## src/design/snn_pkg.sv

```systemverilog
package snn_pkg;

    // ----------------------------------------------------------------------
    // network size
    // ----------------------------------------------------------------------
    localparam int N_PRE          = 16;               // input neurons
    localparam int N_POST         = 8;                // output neurons
    localparam int N_LANES        = 4;                // neurons per update
    localparam int N_GROUPS       = N_POST / N_LANES; // lane groups
    localparam int TIME_STEPS     = 4;                // markers per sample
    localparam int V_THRESH       = 64;               // fire level
    localparam int FIFO_DEPTH     = 8;                // scheduler entries

    // AER address layout
    localparam int AER_W          = 12;
    localparam int TSTEP_FLAG_BIT = 11;               // set = time-step marker

    // ----------------------------------------------------------------------
    // vector types
    // ----------------------------------------------------------------------
    typedef logic [AER_W-1:0]                 aer_addr_t;
    typedef logic [$clog2(N_PRE)-1:0]         pre_addr_t;
    typedef logic [$clog2(N_POST)-1:0]        post_addr_t;
    typedef logic [$clog2(N_GROUPS)-1:0]      group_t;
    typedef logic signed [7:0]                weight_t;
    typedef logic [N_LANES*8-1:0]             syn_word_t;  // lane 0 in low byte
    typedef logic signed [11:0]               membrane_t;
    typedef logic [$clog2(TIME_STEPS):0]      spike_cnt_t; // 0..TIME_STEPS
    typedef logic [$clog2(TIME_STEPS)-1:0]    tstep_t;
    typedef logic [9:0]                       goodness_t;  // max 8 * 4^2 = 128
    typedef logic [N_LANES-1:0]               lane_mask_t;

    // controller sequencing
    typedef enum logic [2:0] {
        ST_IDLE,    // wait for scheduler head
        ST_READ,    // synapse word read, later groups
        ST_ACC,     // integrate one group
        ST_EVAL,    // threshold check of one group
        ST_EMIT,    // walk the fired lanes
        ST_FINISH   // wait for output link, then close sample
    } ctrl_state_t;

endpackage
```

## src/design/snn_core_top.sv

```systemverilog
`timescale 1ns/100ps

module snn_core_top (
    input  logic                 CLK,
    input  logic                 reset,
    // AER input link
    input  snn_pkg::aer_addr_t   aerin_addr,
    input  logic                 aerin_req,
    output logic                 aerin_ack,
    // weight program strobes
    input  logic                 prog_we,
    input  snn_pkg::pre_addr_t   prog_pre,
    input  snn_pkg::post_addr_t  prog_post,
    input  snn_pkg::weight_t     prog_weight,
    // AER output link
    output snn_pkg::aer_addr_t   aerout_addr,
    output logic                 aerout_req,
    input  logic                 aerout_ack,
    // per-sample result
    output snn_pkg::goodness_t   goodness,
    output logic                 sample_done
);
    import snn_pkg::*;

    logic       full, push, push_is_tstep;   // receiver -> scheduler
    pre_addr_t  push_pre;
    logic       pop, empty, head_is_tstep;   // scheduler -> controller
    pre_addr_t  head_pre;
    logic       rd_en;
    pre_addr_t  rd_pre;
    group_t     rd_group;
    syn_word_t  rd_word;
    logic       acc_en, fire_en, sample_end;
    group_t     acc_group, fire_group;
    lane_mask_t fire_mask;
    logic       send, busy;
    aer_addr_t  send_addr;

    // ----------------------------------------------------------------------
    // input side
    // ----------------------------------------------------------------------
    aer_in_receiver aer_in_i (.*);
    event_fifo      fifo_i   (.*);

    // processing
    synapse_mem     syn_i    (.*);
    snn_controller  ctrl_i   (.*);
    neuron_array    neur_i   (.*);

    // output side
    aer_out_sender  aer_out_i (.*);

endmodule

```

## src/design/aer_out_sender.sv

```systemverilog
`timescale 1ns/100ps

module aer_out_sender (
    input  logic                CLK,
    input  logic                reset,
    input  logic                send,
    input  snn_pkg::aer_addr_t  send_addr,
    output logic                busy,
    // four-phase AER output
    output snn_pkg::aer_addr_t  aerout_addr,
    output logic                aerout_req,
    input  logic                aerout_ack
);
    import snn_pkg::*;

    typedef enum logic [1:0] {
        S_IDLE,      // ready for send
        S_REQ,       // req high, wait ack
        S_RELEASE    // req low, wait ack low
    } snd_state_t;

    snd_state_t state;
    aer_addr_t  addr_q;

    // ----------------------------------------------------------------------
    // req handshake
    // ----------------------------------------------------------------------
    always_ff @(posedge CLK) begin
        if (reset) begin
            state <= S_IDLE;
        end else begin
            case (state)
                S_IDLE:    if (send)        state <= S_REQ;
                S_REQ:     if (aerout_ack)  state <= S_RELEASE;
                S_RELEASE: if (!aerout_ack) state <= S_IDLE;
                default:                    state <= S_IDLE;
            endcase
        end
    end

    // address held for the whole event
    always_ff @(posedge CLK) begin
        if (send) addr_q <= send_addr;
    end

    assign aerout_addr = addr_q;
    assign aerout_req  = (state == S_REQ);
    assign busy        = (state != S_IDLE);   // until return to zero

    // address steady while req waits for the receiver's ack
    addr_stable_a: assert property (
        @(posedge CLK) disable iff (reset)
        aerout_req && !aerout_ack |=> $stable(aerout_addr)
    );

endmodule

```

## src/design/neuron_array.sv

```systemverilog
`timescale 1ns/100ps

module neuron_array (
    input  logic                 CLK,
    input  logic                 reset,
    input  snn_pkg::syn_word_t   rd_word,
    input  logic                 acc_en,
    input  snn_pkg::group_t      acc_group,
    input  logic                 fire_en,
    input  snn_pkg::group_t      fire_group,
    output snn_pkg::lane_mask_t  fire_mask,
    input  logic                 sample_end,
    output snn_pkg::goodness_t   goodness,
    output logic                 sample_done
);
    import snn_pkg::*;

    membrane_t  v   [N_POST];
    spike_cnt_t cnt [N_POST];

    weight_t   lane_w [N_LANES];
    logic signed [$bits(membrane_t):0] wide [N_LANES];   // one guard bit
    membrane_t acc_v  [N_LANES];
    goodness_t sq_sum;

    // ----------------------------------------------------------------------
    // lane datapath
    // ----------------------------------------------------------------------
    always_comb begin
        for (int l = 0; l < N_LANES; l++) begin
            lane_w[l] = rd_word[l*$bits(weight_t) +: $bits(weight_t)];
            wide[l]   = v[acc_group*N_LANES + l] + lane_w[l];
            // clamp on overflow of the membrane range
            if (wide[l][$bits(membrane_t)] != wide[l][$bits(membrane_t)-1])
                acc_v[l] = wide[l][$bits(membrane_t)]
                         ? {1'b1, {($bits(membrane_t)-1){1'b0}}}
                         : {1'b0, {($bits(membrane_t)-1){1'b1}}};
            else
                acc_v[l] = wide[l][$bits(membrane_t)-1:0];
            fire_mask[l] = (v[fire_group*N_LANES + l] >= V_THRESH);  // signed
        end
    end

    // goodness, sum of squared counts
    always_comb begin
        sq_sum = '0;
        for (int n = 0; n < N_POST; n++)
            sq_sum += goodness_t'(cnt[n]) * goodness_t'(cnt[n]);
    end

    always_ff @(posedge CLK) begin
        if (reset) begin
            for (int n = 0; n < N_POST; n++) begin
                v[n]   <= '0;
                cnt[n] <= '0;
            end
            goodness    <= '0;
            sample_done <= 1'b0;
        end else begin
            sample_done <= sample_end;
            if (sample_end) begin
                goodness <= sq_sum;   // held until next sample end
                for (int n = 0; n < N_POST; n++) begin
                    v[n]   <= '0;
                    cnt[n] <= '0;
                end
            end else if (acc_en) begin
                for (int l = 0; l < N_LANES; l++)
                    v[acc_group*N_LANES + l] <= acc_v[l];
            end else if (fire_en) begin
                for (int l = 0; l < N_LANES; l++) begin
                    if (fire_mask[l]) begin   // reset to zero on fire
                        v[fire_group*N_LANES + l]   <= '0;
                        cnt[fire_group*N_LANES + l] <= cnt[fire_group*N_LANES + l] + 1'b1;
                    end
                end
            end
        end
    end

endmodule

```

## src/design/snn_controller.sv

```systemverilog
`timescale 1ns/100ps

module snn_controller (
    input  logic                 CLK,
    input  logic                 reset,
    // scheduler head
    input  logic                 empty,
    input  logic                 head_is_tstep,
    input  snn_pkg::pre_addr_t   head_pre,
    output logic                 pop,
    // synapse read
    output logic                 rd_en,
    output snn_pkg::pre_addr_t   rd_pre,
    output snn_pkg::group_t      rd_group,
    // neuron strobes
    output logic                 acc_en,
    output snn_pkg::group_t      acc_group,
    output logic                 fire_en,
    output snn_pkg::group_t      fire_group,
    input  snn_pkg::lane_mask_t  fire_mask,
    output logic                 sample_end,
    // output link
    output logic                 send,
    output snn_pkg::aer_addr_t   send_addr,
    input  logic                 busy
);
    import snn_pkg::*;

    ctrl_state_t                state;
    group_t                     grp;       // 0 whenever idle
    tstep_t                     tstep;     // markers seen in this sample
    logic [$clog2(N_LANES)-1:0] lane;      // emit walker
    lane_mask_t                 pending;   // fired lanes of current group
    pre_addr_t                  pre_q;
    logic                       lane_done;
    logic                       last_lane;
    logic                       last_grp;

    assign last_lane = (lane == N_LANES-1);
    assign last_grp  = (grp == group_t'(N_GROUPS-1));
    assign lane_done = !(pending[lane] && busy);   // skip or send this cycle

    // ----------------------------------------------------------------------
    // strobes, decoded from state
    // ----------------------------------------------------------------------
    always_comb begin
        pop        = (state == ST_IDLE) && !empty;
        // group 0 read goes out with the pop
        rd_en      = (pop && !head_is_tstep) || (state == ST_READ);
        rd_pre     = (state == ST_IDLE) ? head_pre : pre_q;
        rd_group   = grp;
        acc_en     = (state == ST_ACC);
        acc_group  = grp;
        fire_en    = (state == ST_EVAL);
        fire_group = grp;
        send       = (state == ST_EMIT) && pending[lane] && !busy;
        send_addr  = aer_addr_t'({tstep, 1'b0, grp, lane});  // step in [5:4]
        sample_end = (state == ST_FINISH) && !busy;          // last event out
    end

    always_ff @(posedge CLK) begin
        if (reset) begin
            state   <= ST_IDLE;
            grp     <= '0;
            tstep   <= '0;
            lane    <= '0;
            pending <= '0;
        end else begin
            case (state)
                ST_IDLE: if (!empty) state <= head_is_tstep ? ST_EVAL : ST_ACC;
                ST_READ: state <= ST_ACC;
                ST_ACC: begin
                    grp   <= last_grp ? group_t'(0) : grp + 1'b1;
                    state <= last_grp ? ST_IDLE : ST_READ;
                end
                ST_EVAL: begin
                    pending <= fire_mask;   // same mask the array fires on
                    lane    <= '0;
                    state   <= ST_EMIT;
                end
                ST_EMIT: if (lane_done) begin
                    if (!last_lane) begin
                        lane <= lane + 1'b1;
                    end else if (!last_grp) begin
                        grp   <= grp + 1'b1;
                        state <= ST_EVAL;
                    end else begin
                        grp <= '0;
                        if (tstep == tstep_t'(TIME_STEPS-1)) begin
                            state <= ST_FINISH;
                        end else begin
                            tstep <= tstep + 1'b1;
                            state <= ST_IDLE;
                        end
                    end
                end
                ST_FINISH: if (!busy) begin
                    tstep <= '0;
                    state <= ST_IDLE;
                end
                default: state <= ST_IDLE;
            endcase
        end
    end

    // spike input index for the later group reads
    always_ff @(posedge CLK) begin
        if (pop) pre_q <= head_pre;
    end

    // the sender takes each send at once, so the next cycle is busy
    send_then_busy_a: assert property (
        @(posedge CLK) disable iff (reset) send |=> busy
    );

endmodule

```

## src/design/synapse_mem.sv

```systemverilog
`timescale 1ns/100ps

module synapse_mem (
    input  logic                CLK,
    // byte-lane program port
    input  logic                prog_we,
    input  snn_pkg::pre_addr_t  prog_pre,
    input  snn_pkg::post_addr_t prog_post,
    input  snn_pkg::weight_t    prog_weight,
    // word read, data next cycle
    input  logic                rd_en,
    input  snn_pkg::pre_addr_t  rd_pre,
    input  snn_pkg::group_t     rd_group,
    output snn_pkg::syn_word_t  rd_word
);
    import snn_pkg::*;

    // one word per (input, group), address {pre, group}
    syn_word_t mem [N_PRE*N_GROUPS];

    group_t                     wr_group;
    logic [$clog2(N_LANES)-1:0] wr_lane;

    assign {wr_group, wr_lane} = prog_post;   // post = group*4 + lane

    always_ff @(posedge CLK) begin
        if (prog_we) begin
            mem[{prog_pre, wr_group}][wr_lane*$bits(weight_t) +: $bits(weight_t)]
                <= prog_weight;
        end
    end

    // registered read port
    always_ff @(posedge CLK) begin
        if (rd_en) begin
            rd_word <= mem[{rd_pre, rd_group}];
        end
    end

endmodule

```

## src/design/event_fifo.sv

```systemverilog
`timescale 1ns/100ps

module event_fifo (
    input  logic                CLK,
    input  logic                reset,
    input  logic                push,
    input  logic                push_is_tstep,
    input  snn_pkg::pre_addr_t  push_pre,
    input  logic                pop,
    output logic                empty,
    output logic                full,
    output logic                head_is_tstep,
    output snn_pkg::pre_addr_t  head_pre
);
    import snn_pkg::*;

    logic      mem_tstep [FIFO_DEPTH];
    pre_addr_t mem_pre   [FIFO_DEPTH];

    // pointers wrap on their own, depth is a power of two
    logic [$clog2(FIFO_DEPTH)-1:0] wr_ptr;
    logic [$clog2(FIFO_DEPTH)-1:0] rd_ptr;
    logic [$clog2(FIFO_DEPTH):0]   count;   // occupancy 0..FIFO_DEPTH

    always_ff @(posedge CLK) begin
        if (reset) begin
            wr_ptr <= '0;
            rd_ptr <= '0;
            count  <= '0;
        end else begin
            if (push) wr_ptr <= wr_ptr + 1'b1;
            if (pop)  rd_ptr <= rd_ptr + 1'b1;
            case ({push, pop})
                2'b10:   count <= count + 1'b1;
                2'b01:   count <= count - 1'b1;
                default: count <= count;   // idle or pass-through
            endcase
        end
    end

    // entry storage
    always_ff @(posedge CLK) begin
        if (push) begin
            mem_tstep[wr_ptr] <= push_is_tstep;
            mem_pre[wr_ptr]   <= push_pre;
        end
    end

    assign empty         = (count == 0);
    assign full          = (count == FIFO_DEPTH);
    assign head_is_tstep = mem_tstep[rd_ptr];  // valid while !empty
    assign head_pre      = mem_pre[rd_ptr];

    // controller must look at empty before it pops
    pop_not_empty_a: assert property (
        @(posedge CLK) disable iff (reset) pop |-> !empty
    );

endmodule

```

## src/design/aer_in_receiver.sv

```systemverilog
`timescale 1ns/100ps

module aer_in_receiver (
    input  logic                CLK,
    input  logic                reset,
    // four-phase AER input
    input  snn_pkg::aer_addr_t  aerin_addr,
    input  logic                aerin_req,
    output logic                aerin_ack,
    // scheduler push side
    input  logic                full,
    output logic                push,
    output logic                push_is_tstep,
    output snn_pkg::pre_addr_t  push_pre
);
    import snn_pkg::*;

    // ----------------------------------------------------------------------
    // ack handshake
    // ----------------------------------------------------------------------
    // ack only rises from low, so one req gives one push
    always_ff @(posedge CLK) begin
        if (reset) begin
            aerin_ack <= 1'b0;
            push      <= 1'b0;
        end else begin
            push <= 1'b0;                       // single cycle strobe
            if (!aerin_ack) begin
                if (aerin_req && !full) begin   // hold off while scheduler full
                    aerin_ack <= 1'b1;
                    push      <= 1'b1;
                end
            end else if (!aerin_req) begin
                aerin_ack <= 1'b0;              // return to zero phase
            end
        end
    end

    // address decode, captured with the ack edge
    always_ff @(posedge CLK) begin
        if (!aerin_ack && aerin_req && !full) begin
            push_is_tstep <= aerin_addr[TSTEP_FLAG_BIT];
            push_pre      <= aerin_addr[$bits(pre_addr_t)-1:0];
        end
    end

    // full is sampled a cycle ahead of the push, so the FIFO must not fill
    // on its own in between
    push_not_full_a: assert property (
        @(posedge CLK) disable iff (reset) push |-> !full
    );

endmodule

```

## config.mk

```make
export PLATFORM = sky130hd
export DESIGN_NAME = snn_core_top
export DESIGN_NICKNAME = d
export VERILOG_FILES = /design/src/design/snn_pkg.sv /design/src/design/snn_core_top.sv /design/src/design/aer_out_sender.sv /design/src/design/neuron_array.sv /design/src/design/snn_controller.sv /design/src/design/synapse_mem.sv /design/src/design/event_fifo.sv /design/src/design/aer_in_receiver.sv
export SDC_FILE = /design/constraint.sdc
export NUM_CORES = 2
export LEC_CHECK = 0
export BUFFER_PORTS_ARGS = -buffer_cell sky130_fd_sc_hd__buf_4
export CORE_MARGIN = 3
export CORE_UTILIZATION = 55
export DETAILED_ROUTE_END_ITERATION = 6
export PLACE_DENSITY = 0.77
export RECOVER_POWER = 50
export SLEW_MARGIN = 20
export SYNTH_ARGS = -nofsm -noshare
export SYNTH_HDL_FRONTEND = slang
export SYNTH_SLANG_ARGS = --single-unit
```

## constraint.sdc

```tcl
create_clock -name CLK -period 10.7 [get_ports CLK]
set_clock_uncertainty 0.1 [all_clocks]
set_input_delay 1.605 -clock CLK [delete_from_list [all_inputs] [get_ports CLK]]
set_output_delay 1.605 -clock CLK [all_outputs]
set_load 0.01 [all_outputs]
```

======== Yosys cells after proc, flatten, opt, wreduce, memory -nomap -nowiden ========
Memory sizes are Yosys's and may differ from the RTL's. A register that Yosys moved wholly into a read port is not among the register bits.
Index checks and enable logic that the tools add are counted.
operators by class
  add/subtract/negate cells ............... 26
  multipliers ............................. 8
  order comparisons ....................... 5
  equal/unequal tests ..................... 26
  shifts and indexed selects .............. 2
  multiplexer cells ....................... 130
  bitwise operators ....................... 20
  reductions and logical operators ........ 37
operator list
  operator                                                                              count
  12-bit 2-to-1 mux                                                                     24
  3-bit 2-to-1 mux                                                                      34
  10-bit by 6-bit adder with 10-bit output                                              6
  1-bit 2-to-1 mux                                                                      53
  12-bit by 8-bit adder with 13-bit output                                              4
  12-bit by 8-bit greater-or-equal comparator with 1-bit output, second input constant  4
  3-bit by 3-bit multiplier with 6-bit output                                           8
  12-bit OR reduction                                                                   4
  5-bit negator with 34-bit output                                                      1
  8-bit by 34-bit variable shift with 32-bit output, first input constant               1
  8-bit by 34-bit indexed part select with 32-bit output                                1
  32-bit 2-to-1 mux                                                                     1
  3-bit by 1-bit adder with 3-bit output, second input constant                         7
  2-bit 2-to-1 mux                                                                      10
  1-bit OR                                                                              20
  3-bit one-hot mux with 6 select lines                                                 1
  2-bit != test, second input constant                                                  6
  3-bit OR reduction                                                                    4
  2-bit nonzero test                                                                    5
  1-bit logical AND                                                                     9
  3-bit AND reduction                                                                   3
  2-bit equality test, second input constant                                            4
  2-bit by 1-bit != test with 1-bit output, second input constant                       4
  2-bit one-hot mux with 2 select lines                                                 2
  other kinds (26)                                                                      38
storage, ports and cells
  register bits after elaboration ......... 51
  RAM bits ................................ 1184
  bits of input ports ..................... 32
  output and inout bits ................... 25
  word-level logic and storage cells ...... 276
  memories kept ........................... 5
memories
  name              words  bits a word  rd ports  clocked after Yosys merged registers in  write ports  RTL line            source
  syn_i.mem         32     32           1         1                                        1            synapse_mem.sv:19   syn_word_t mem [N_PRE*N_GROUPS];
  neur_i.v          8      12           4         1                                        8            neuron_array.sv:18  membrane_t v [N_POST];
  fifo_i.mem_pre    8      4            1         1                                        1            event_fifo.sv:18    pre_addr_t mem_pre [FIFO_DEPTH];
  neur_i.cnt        8      3            12        1                                        8            neuron_array.sv:19  spike_cnt_t cnt [N_POST];
  fifo_i.mem_tstep  8      1            1         1                                        1            event_fifo.sv:17    logic mem_tstep [FIFO_DEPTH];

======== Depth between registers and ports, before layout ========
An unclocked memory read counts as a cell.
  depth in word-level cells ............... 12
  depth in mapped cells ................... 25
  depth with buffers taken out ............ 25

======== Modules after synthesis ========
Synthesis repeated with hierarchy kept, for this count alone.
second synthesis, totals
  cell total of the unflattened synthesis .. 3676
  area total of the unflattened synthesis .. 55348.1 um2
by module, submodules not included
  module           times used  cells each  area each (um2)  seq. area each (um2)
  synapse_mem      1           2450        41682.5          31710.4
  neuron_array     1           958         9908.3           3823.7
  event_fifo       1           128         2124.5           1461.4
  snn_controller   1           108         953.4            360.3
  aer_out_sender   1           21          454.2            400.4
  aer_in_receiver  1           11          225.2            190.2

======== Worst setup path before layout ========
OpenSTA, ideal clock, no wires.
  path type ............................... register to register
  from .................................... memory neur_i.cnt[0][0] (netlist name)
  to ...................................... register neur_i.goodness[7]
  setup time .............................. 117 ps
  arrival time ............................ 5741 ps
  data required time ...................... 10483 ps
  slack ................................... 4741 ps
  stages on the path, launching flop included .. 22
  buffers on the path ..................... 0
  clock period less this slack ............ 5959 ps
  cells stage by stage .................... edfxtp_1 and2_1 ha_1 xnor2_1 ha_1 a21oi_1 fa_1 inv_1 ha_1 fa_1 inv_1 fa_1 inv_1 fa_1 fa_1 fa_1 ha_1 a21oi_1 nor2b_1 o21a_1 or3_1 a32o_1
RTL lines
  what                    RTL line            source
  start: declaration      neuron_array.sv:19
  end signal: assignment  neuron_array.sv:62  goodness <= sq_sum;
  end: declaration        neuron_array.sv:13  output snn_pkg::goodness_t goodness,

==> metrics.md <==
| Metric | Value |
|---|---|
| Transition at the pin with the smallest max-transition slack | 2.67 ns |
| Instance area at placement | 0.0559 mm2 |
| Setup-violating endpoint count in the final report | 0 |
| Share of the clock period used by the worst path after layout | 0.681 |
| Top-Level Pins | 57 |
| Leakage power total | 20.6 nW |
| Area share of the largest cell type after synthesis | 0.676 |
| Count of nets after finishing | 4442 |
| Total negative slack | 0 ns |
| Violated checks | max-capacitance violations, max-slew violations |
| Startpoint types | flip-flop |
| Final wirelength | 130 mm |
| Number of optimization iterations in the first detailed-route pass | 7 |
| Most Frequent Cell on Critical Path | sky130_fd_sc_hd__buf_4 |
| Initial antenna violation count | 2 |
| Cell accounting for the most synthesized area | sky130_fd_sc_hd__edfxtp_1 |
| CP cell instances | clkbuf_1 > inv_1 > nor2_4 > buf_4 > buf_4 > a32oi_1 > nand4_1 > nand2_1 > a211o_1 |
| Clock tree from TritonCTS | built |
| Setup repair after global routing missed its margin | no |
| Site Rows | 115 |
| Critical Path Sink Type | flip-flop |
| Internal power consumption | 10.8 mW |
| Floorplan die height | 321 um |
| Number of H-tree levels | 4 |
| Vias after detailed routing | 34.4k |
| Worst path buffer plus inverter count | 4 |
| Clock tree root driver cell | sky130_fd_sc_hd__clkbuf_16 |
| Fraction of layout cells with a size suffix above 1 | 0.0742 |
| Die footprint | between 0.1 and 0.15 mm2 |
| Routed wirelength normalized by instance count | 22.9 um |
| Part of the power in the clock network | 0.253 |
| Tightest Hold Check Type | flip-flop to flip-flop |
| Final Hold Vio Count | 0 |
| Largest net degree at the start of global routing | 153 |
| Power density cells | 295 mW/mm2 |
| Hold bufs inserted after CTS | 0 |
| Sequential fraction of the synthesis area | 0.691 |
| Starting utilization of the core area | 0.555 |
| Vias per cell | 6.08 |
| Clk Latency, worst-skew pair | 0.75 ns |
| Buffers inserted by post-CTS timing repair | 0 |
| Switching Fraction | 0.389 |
| Number of global-route vias before repair | 33.4k |
| Initial DRC count | 3876 |
| Max Freq | 137 MHz |
| GRT met3 Usage | 0.0593 |
| Core region area | 0.0984 mm2 |
| Main synth FF type | sky130_fd_sc_hd__edfxtp_1 |
| Area added between synthesis and finish | 9.95% |
| Largest voltage drop on the vdd net | around 0.00033 V |
| Run status | finished with violations |
| First-pass GRT wire length | approximately 190 mm |
| Count of nets left with antenna violations after detail routing | 0 |
| Cts bufs inserted | 130 |
| Port buffer count | 42 |
| Worst Path Arrival | 7.67 ns |
| Met2 routing resource usage after global routing | 0.403 |
| Unique masters post-synth | 65 |
| Share of synthesized registers carrying an async set or reset | 0 |
| Post-route cell area | 0.0601 mm2 |
| Ranking of synthesized cells by area | sky130_fd_sc_hd__edfxtp_1 68%, sky130_fd_sc_hd__nand2_1 6.8%, sky130_fd_sc_hd__ha_1 2.6% |
| Post-cts repair resize count | 0 |
| Overflow after GRT | 0 |
| Period minus WS final | between 7 and 8 ns |
| Kind of cell with the highest combined delay on the critical path | buffers and inverters |
| Clock transition at the registers of the reported paths | 0.06 ns |
| Yosys reg bits | 1271 |
| Net load switching power | roughly 7 mW |
| Cell area after technology mapping | between 0.05 and 0.06 mm2 |
| Buffer depth of the longest clock path | 3 |
| Post-synthesis cell count | 4273 |
| DRC errors left | 0 |
| TritonCTS sink count | 1271 |
| Detail Placement HPWL | roughly 76 mm |
| Number of enable flip-flop cells after synthesis | 1230 |
| Proportion of power drawn by combinational gates | 0.411 |
| GRT busiest layer | met2 |
| Crit path kind | flip-flop to flip-flop |
| Required time of the critical path | about 11 ns |
| Biggest cell delay along the critical path | a little under 2 ns |
| Max-capacitance violation count | 16 |
| Routability congestion estimate | 0.856 |
| Syn. warnings | 0 |
| Average footprint of a synthesized cell | 12.8 um2 |
| Worst slew slack as a fraction of its limit | -0.781 |
| Max Fanout on Critical Path | 51 |
| Number of pins exceeding their max-slew limit in the final report | between 500 and 600 |
| Met1 Use GR | 0.322 |
| Sequential share of power | 0.336 |
| Total Routing Usage GR | 0.250 |
| Count of fill cells added during filler insertion | 7288 |
| CP max stage cell | sky130_fd_sc_hd__clkbuf_1 |
| Die Width | 321 um |
[metrics by stage]
step	std cells	util	hold slack (ns)	total power, mW	setup slack [ns]
2_1_floorplan	4279	-	0.306	11.3	4.74
3_3_place_gp	5417	0.568	0.342	13.0	4.42
3_5_place_dp	5417	0.568	0.351	13.2	4.40
4_1_cts	5651	0.612	0.366	17.7	4.36
5_1_grt	5652	0.611	0.398	18.7	3.25
6_report	5654	0.611	0.363	17.7	3.41
[path summary, 6_finish.rpt]
kind / from / endpoint / slack [ns] / depth (start not counted)
setup / recovery: ctrl_i.acc_group / syn_i.rd_word[6] / 3.41 / 9
hold / removal: neur_i.goodness[3] / neur_i.goodness[3] / 0.36 / 2
setup reg to reg: ctrl_i.acc_group / syn_i.rd_word[6] / 3.41 / 9
hold reg to reg: neur_i.goodness[3] / neur_i.goodness[3] / 0.36 / 2
[placed cells by master, fill, tap and decap left out, drive strengths merged, types with 43 or more instances in the layout]
master and count:
a31oi 94, nor2 378, nand3 269, and3 43, nand4 72, mux2 55
a32oi 76, and2 52, inv 85, ha 113, edfxtp 1230, o21ai 51
buf 52, clkbuf 193, nand2 995, mux2i 76, a21oi 79, clkinv 54
[power by group through the flow]
| stage | sequential (mW) | combinational (mW) | clock (mW) |
|---|---|---|---|
| 3_3_place_gp | 6.05 | 6.91 | 0 |
| 3_5_place_dp | 6.06 | 7.09 | 0 |
| 2_1_floorplan | 5.95 | 5.33 | 0 |
| 5_1_grt | 5.98 | 7.99 | 4.71 |
| 4_1_cts | 5.96 | 7.18 | 4.52 |
| 6_report | 5.96 | 7.28 | 4.48 |
[state kept, by name, indices dropped and copies added (netlist names), named ones only]
signal and cells:
aer_in_i.aerin_ack 1, aer_in_i.push 1, aer_in_i.push_is_tstep 1, aer_in_i.push_pre 4
aer_out_i.aerout_addr 5, aer_out_i.state 2, ctrl_i.acc_group 1, ctrl_i.lane 2
ctrl_i.pending 4, ctrl_i.pre_q 4, ctrl_i.state 3, ctrl_i.tstep 2
fifo_i.count 4, fifo_i.mem_pre 32, fifo_i.mem_tstep 8, fifo_i.rd_ptr 3
fifo_i.wr_ptr 3, neur_i.cnt 24, neur_i.goodness 10, neur_i.sample_done 1
neur_i.v 96, syn_i.mem 1024, syn_i.rd_word 32
[worst register-to-register path, cell delays in order, from the launching register on]
cell and delay, ns:
sky130_fd_sc_hd__dfxtp_1 1.14, sky130_fd_sc_hd__clkbuf_1 1.97, sky130_fd_sc_hd__inv_1 1.23, sky130_fd_sc_hd__nor2_4 0.30
sky130_fd_sc_hd__buf_4 0.57, sky130_fd_sc_hd__buf_4 0.81, sky130_fd_sc_hd__a32oi_1 0.22, sky130_fd_sc_hd__nand4_1 0.25
sky130_fd_sc_hd__nand2_1 0.16, sky130_fd_sc_hd__a211o_1 0.29
[cell usage after synthesis, drive strengths merged, types with 8 or more instances]
cell type	instances
a21oi	79
xnor2	40
xor2	21
nor2b	22
ha	113
inv	80
and2	52
a32o	24
a31oi	94
mux2	55
a21o	27
buf	136
fa	34
mux4	13
a32oi	76
or3	11
a211o	27
nor2	378
nand4	72
mux2i	76
nand2b	16
clkbuf	99
nor3	22
nand3	269
dfxtp	41
o21ai	51
and3	43
nand2	995
nor3b	8
edfxtp	1230
[layer usage]
layer | part of all wire | wire, um | vias to the layer above
met4 | 0.043 | 5630 | 4
met3 | 0.10 | 13000 | 337
met5 | 0.00025 | 33 | -
met1 | 0.38 | 49000 | 16700
li1 | - | - | 15500
met2 | 0.48 | 61900 | 1802
[cells by family (layout without fill, tap and decap cells)]
group	after synthesis	after routing	share of synthesized area
muxes	144	144	0.0308
xor gates and xnor gates	61	61	0.00977
and+or+nand+nor	1908	1908	0.149
buffers and inverters	315	401	0.0265
adders and majority gates	147	147	0.0383
other	1	9	0.0000686
DFF	1271	1271	0.691
AOI/OAI and AO/OA	426	426	0.0544
[final cells by class]
type,count,area [um2],area share
well taps,1287,1610,0.0268
clock inverters,76,818,0.0136
clock buffers,158,3420,0.0569
flip-flops and latches,1271,37800,0.628
diodes,2,5.00,0.0000833
multi-input cells,2693,15600,0.259
repair buffers,87,614,0.0102
inverters,80,300,0.00500
Power figures use the tool's default switching activity.
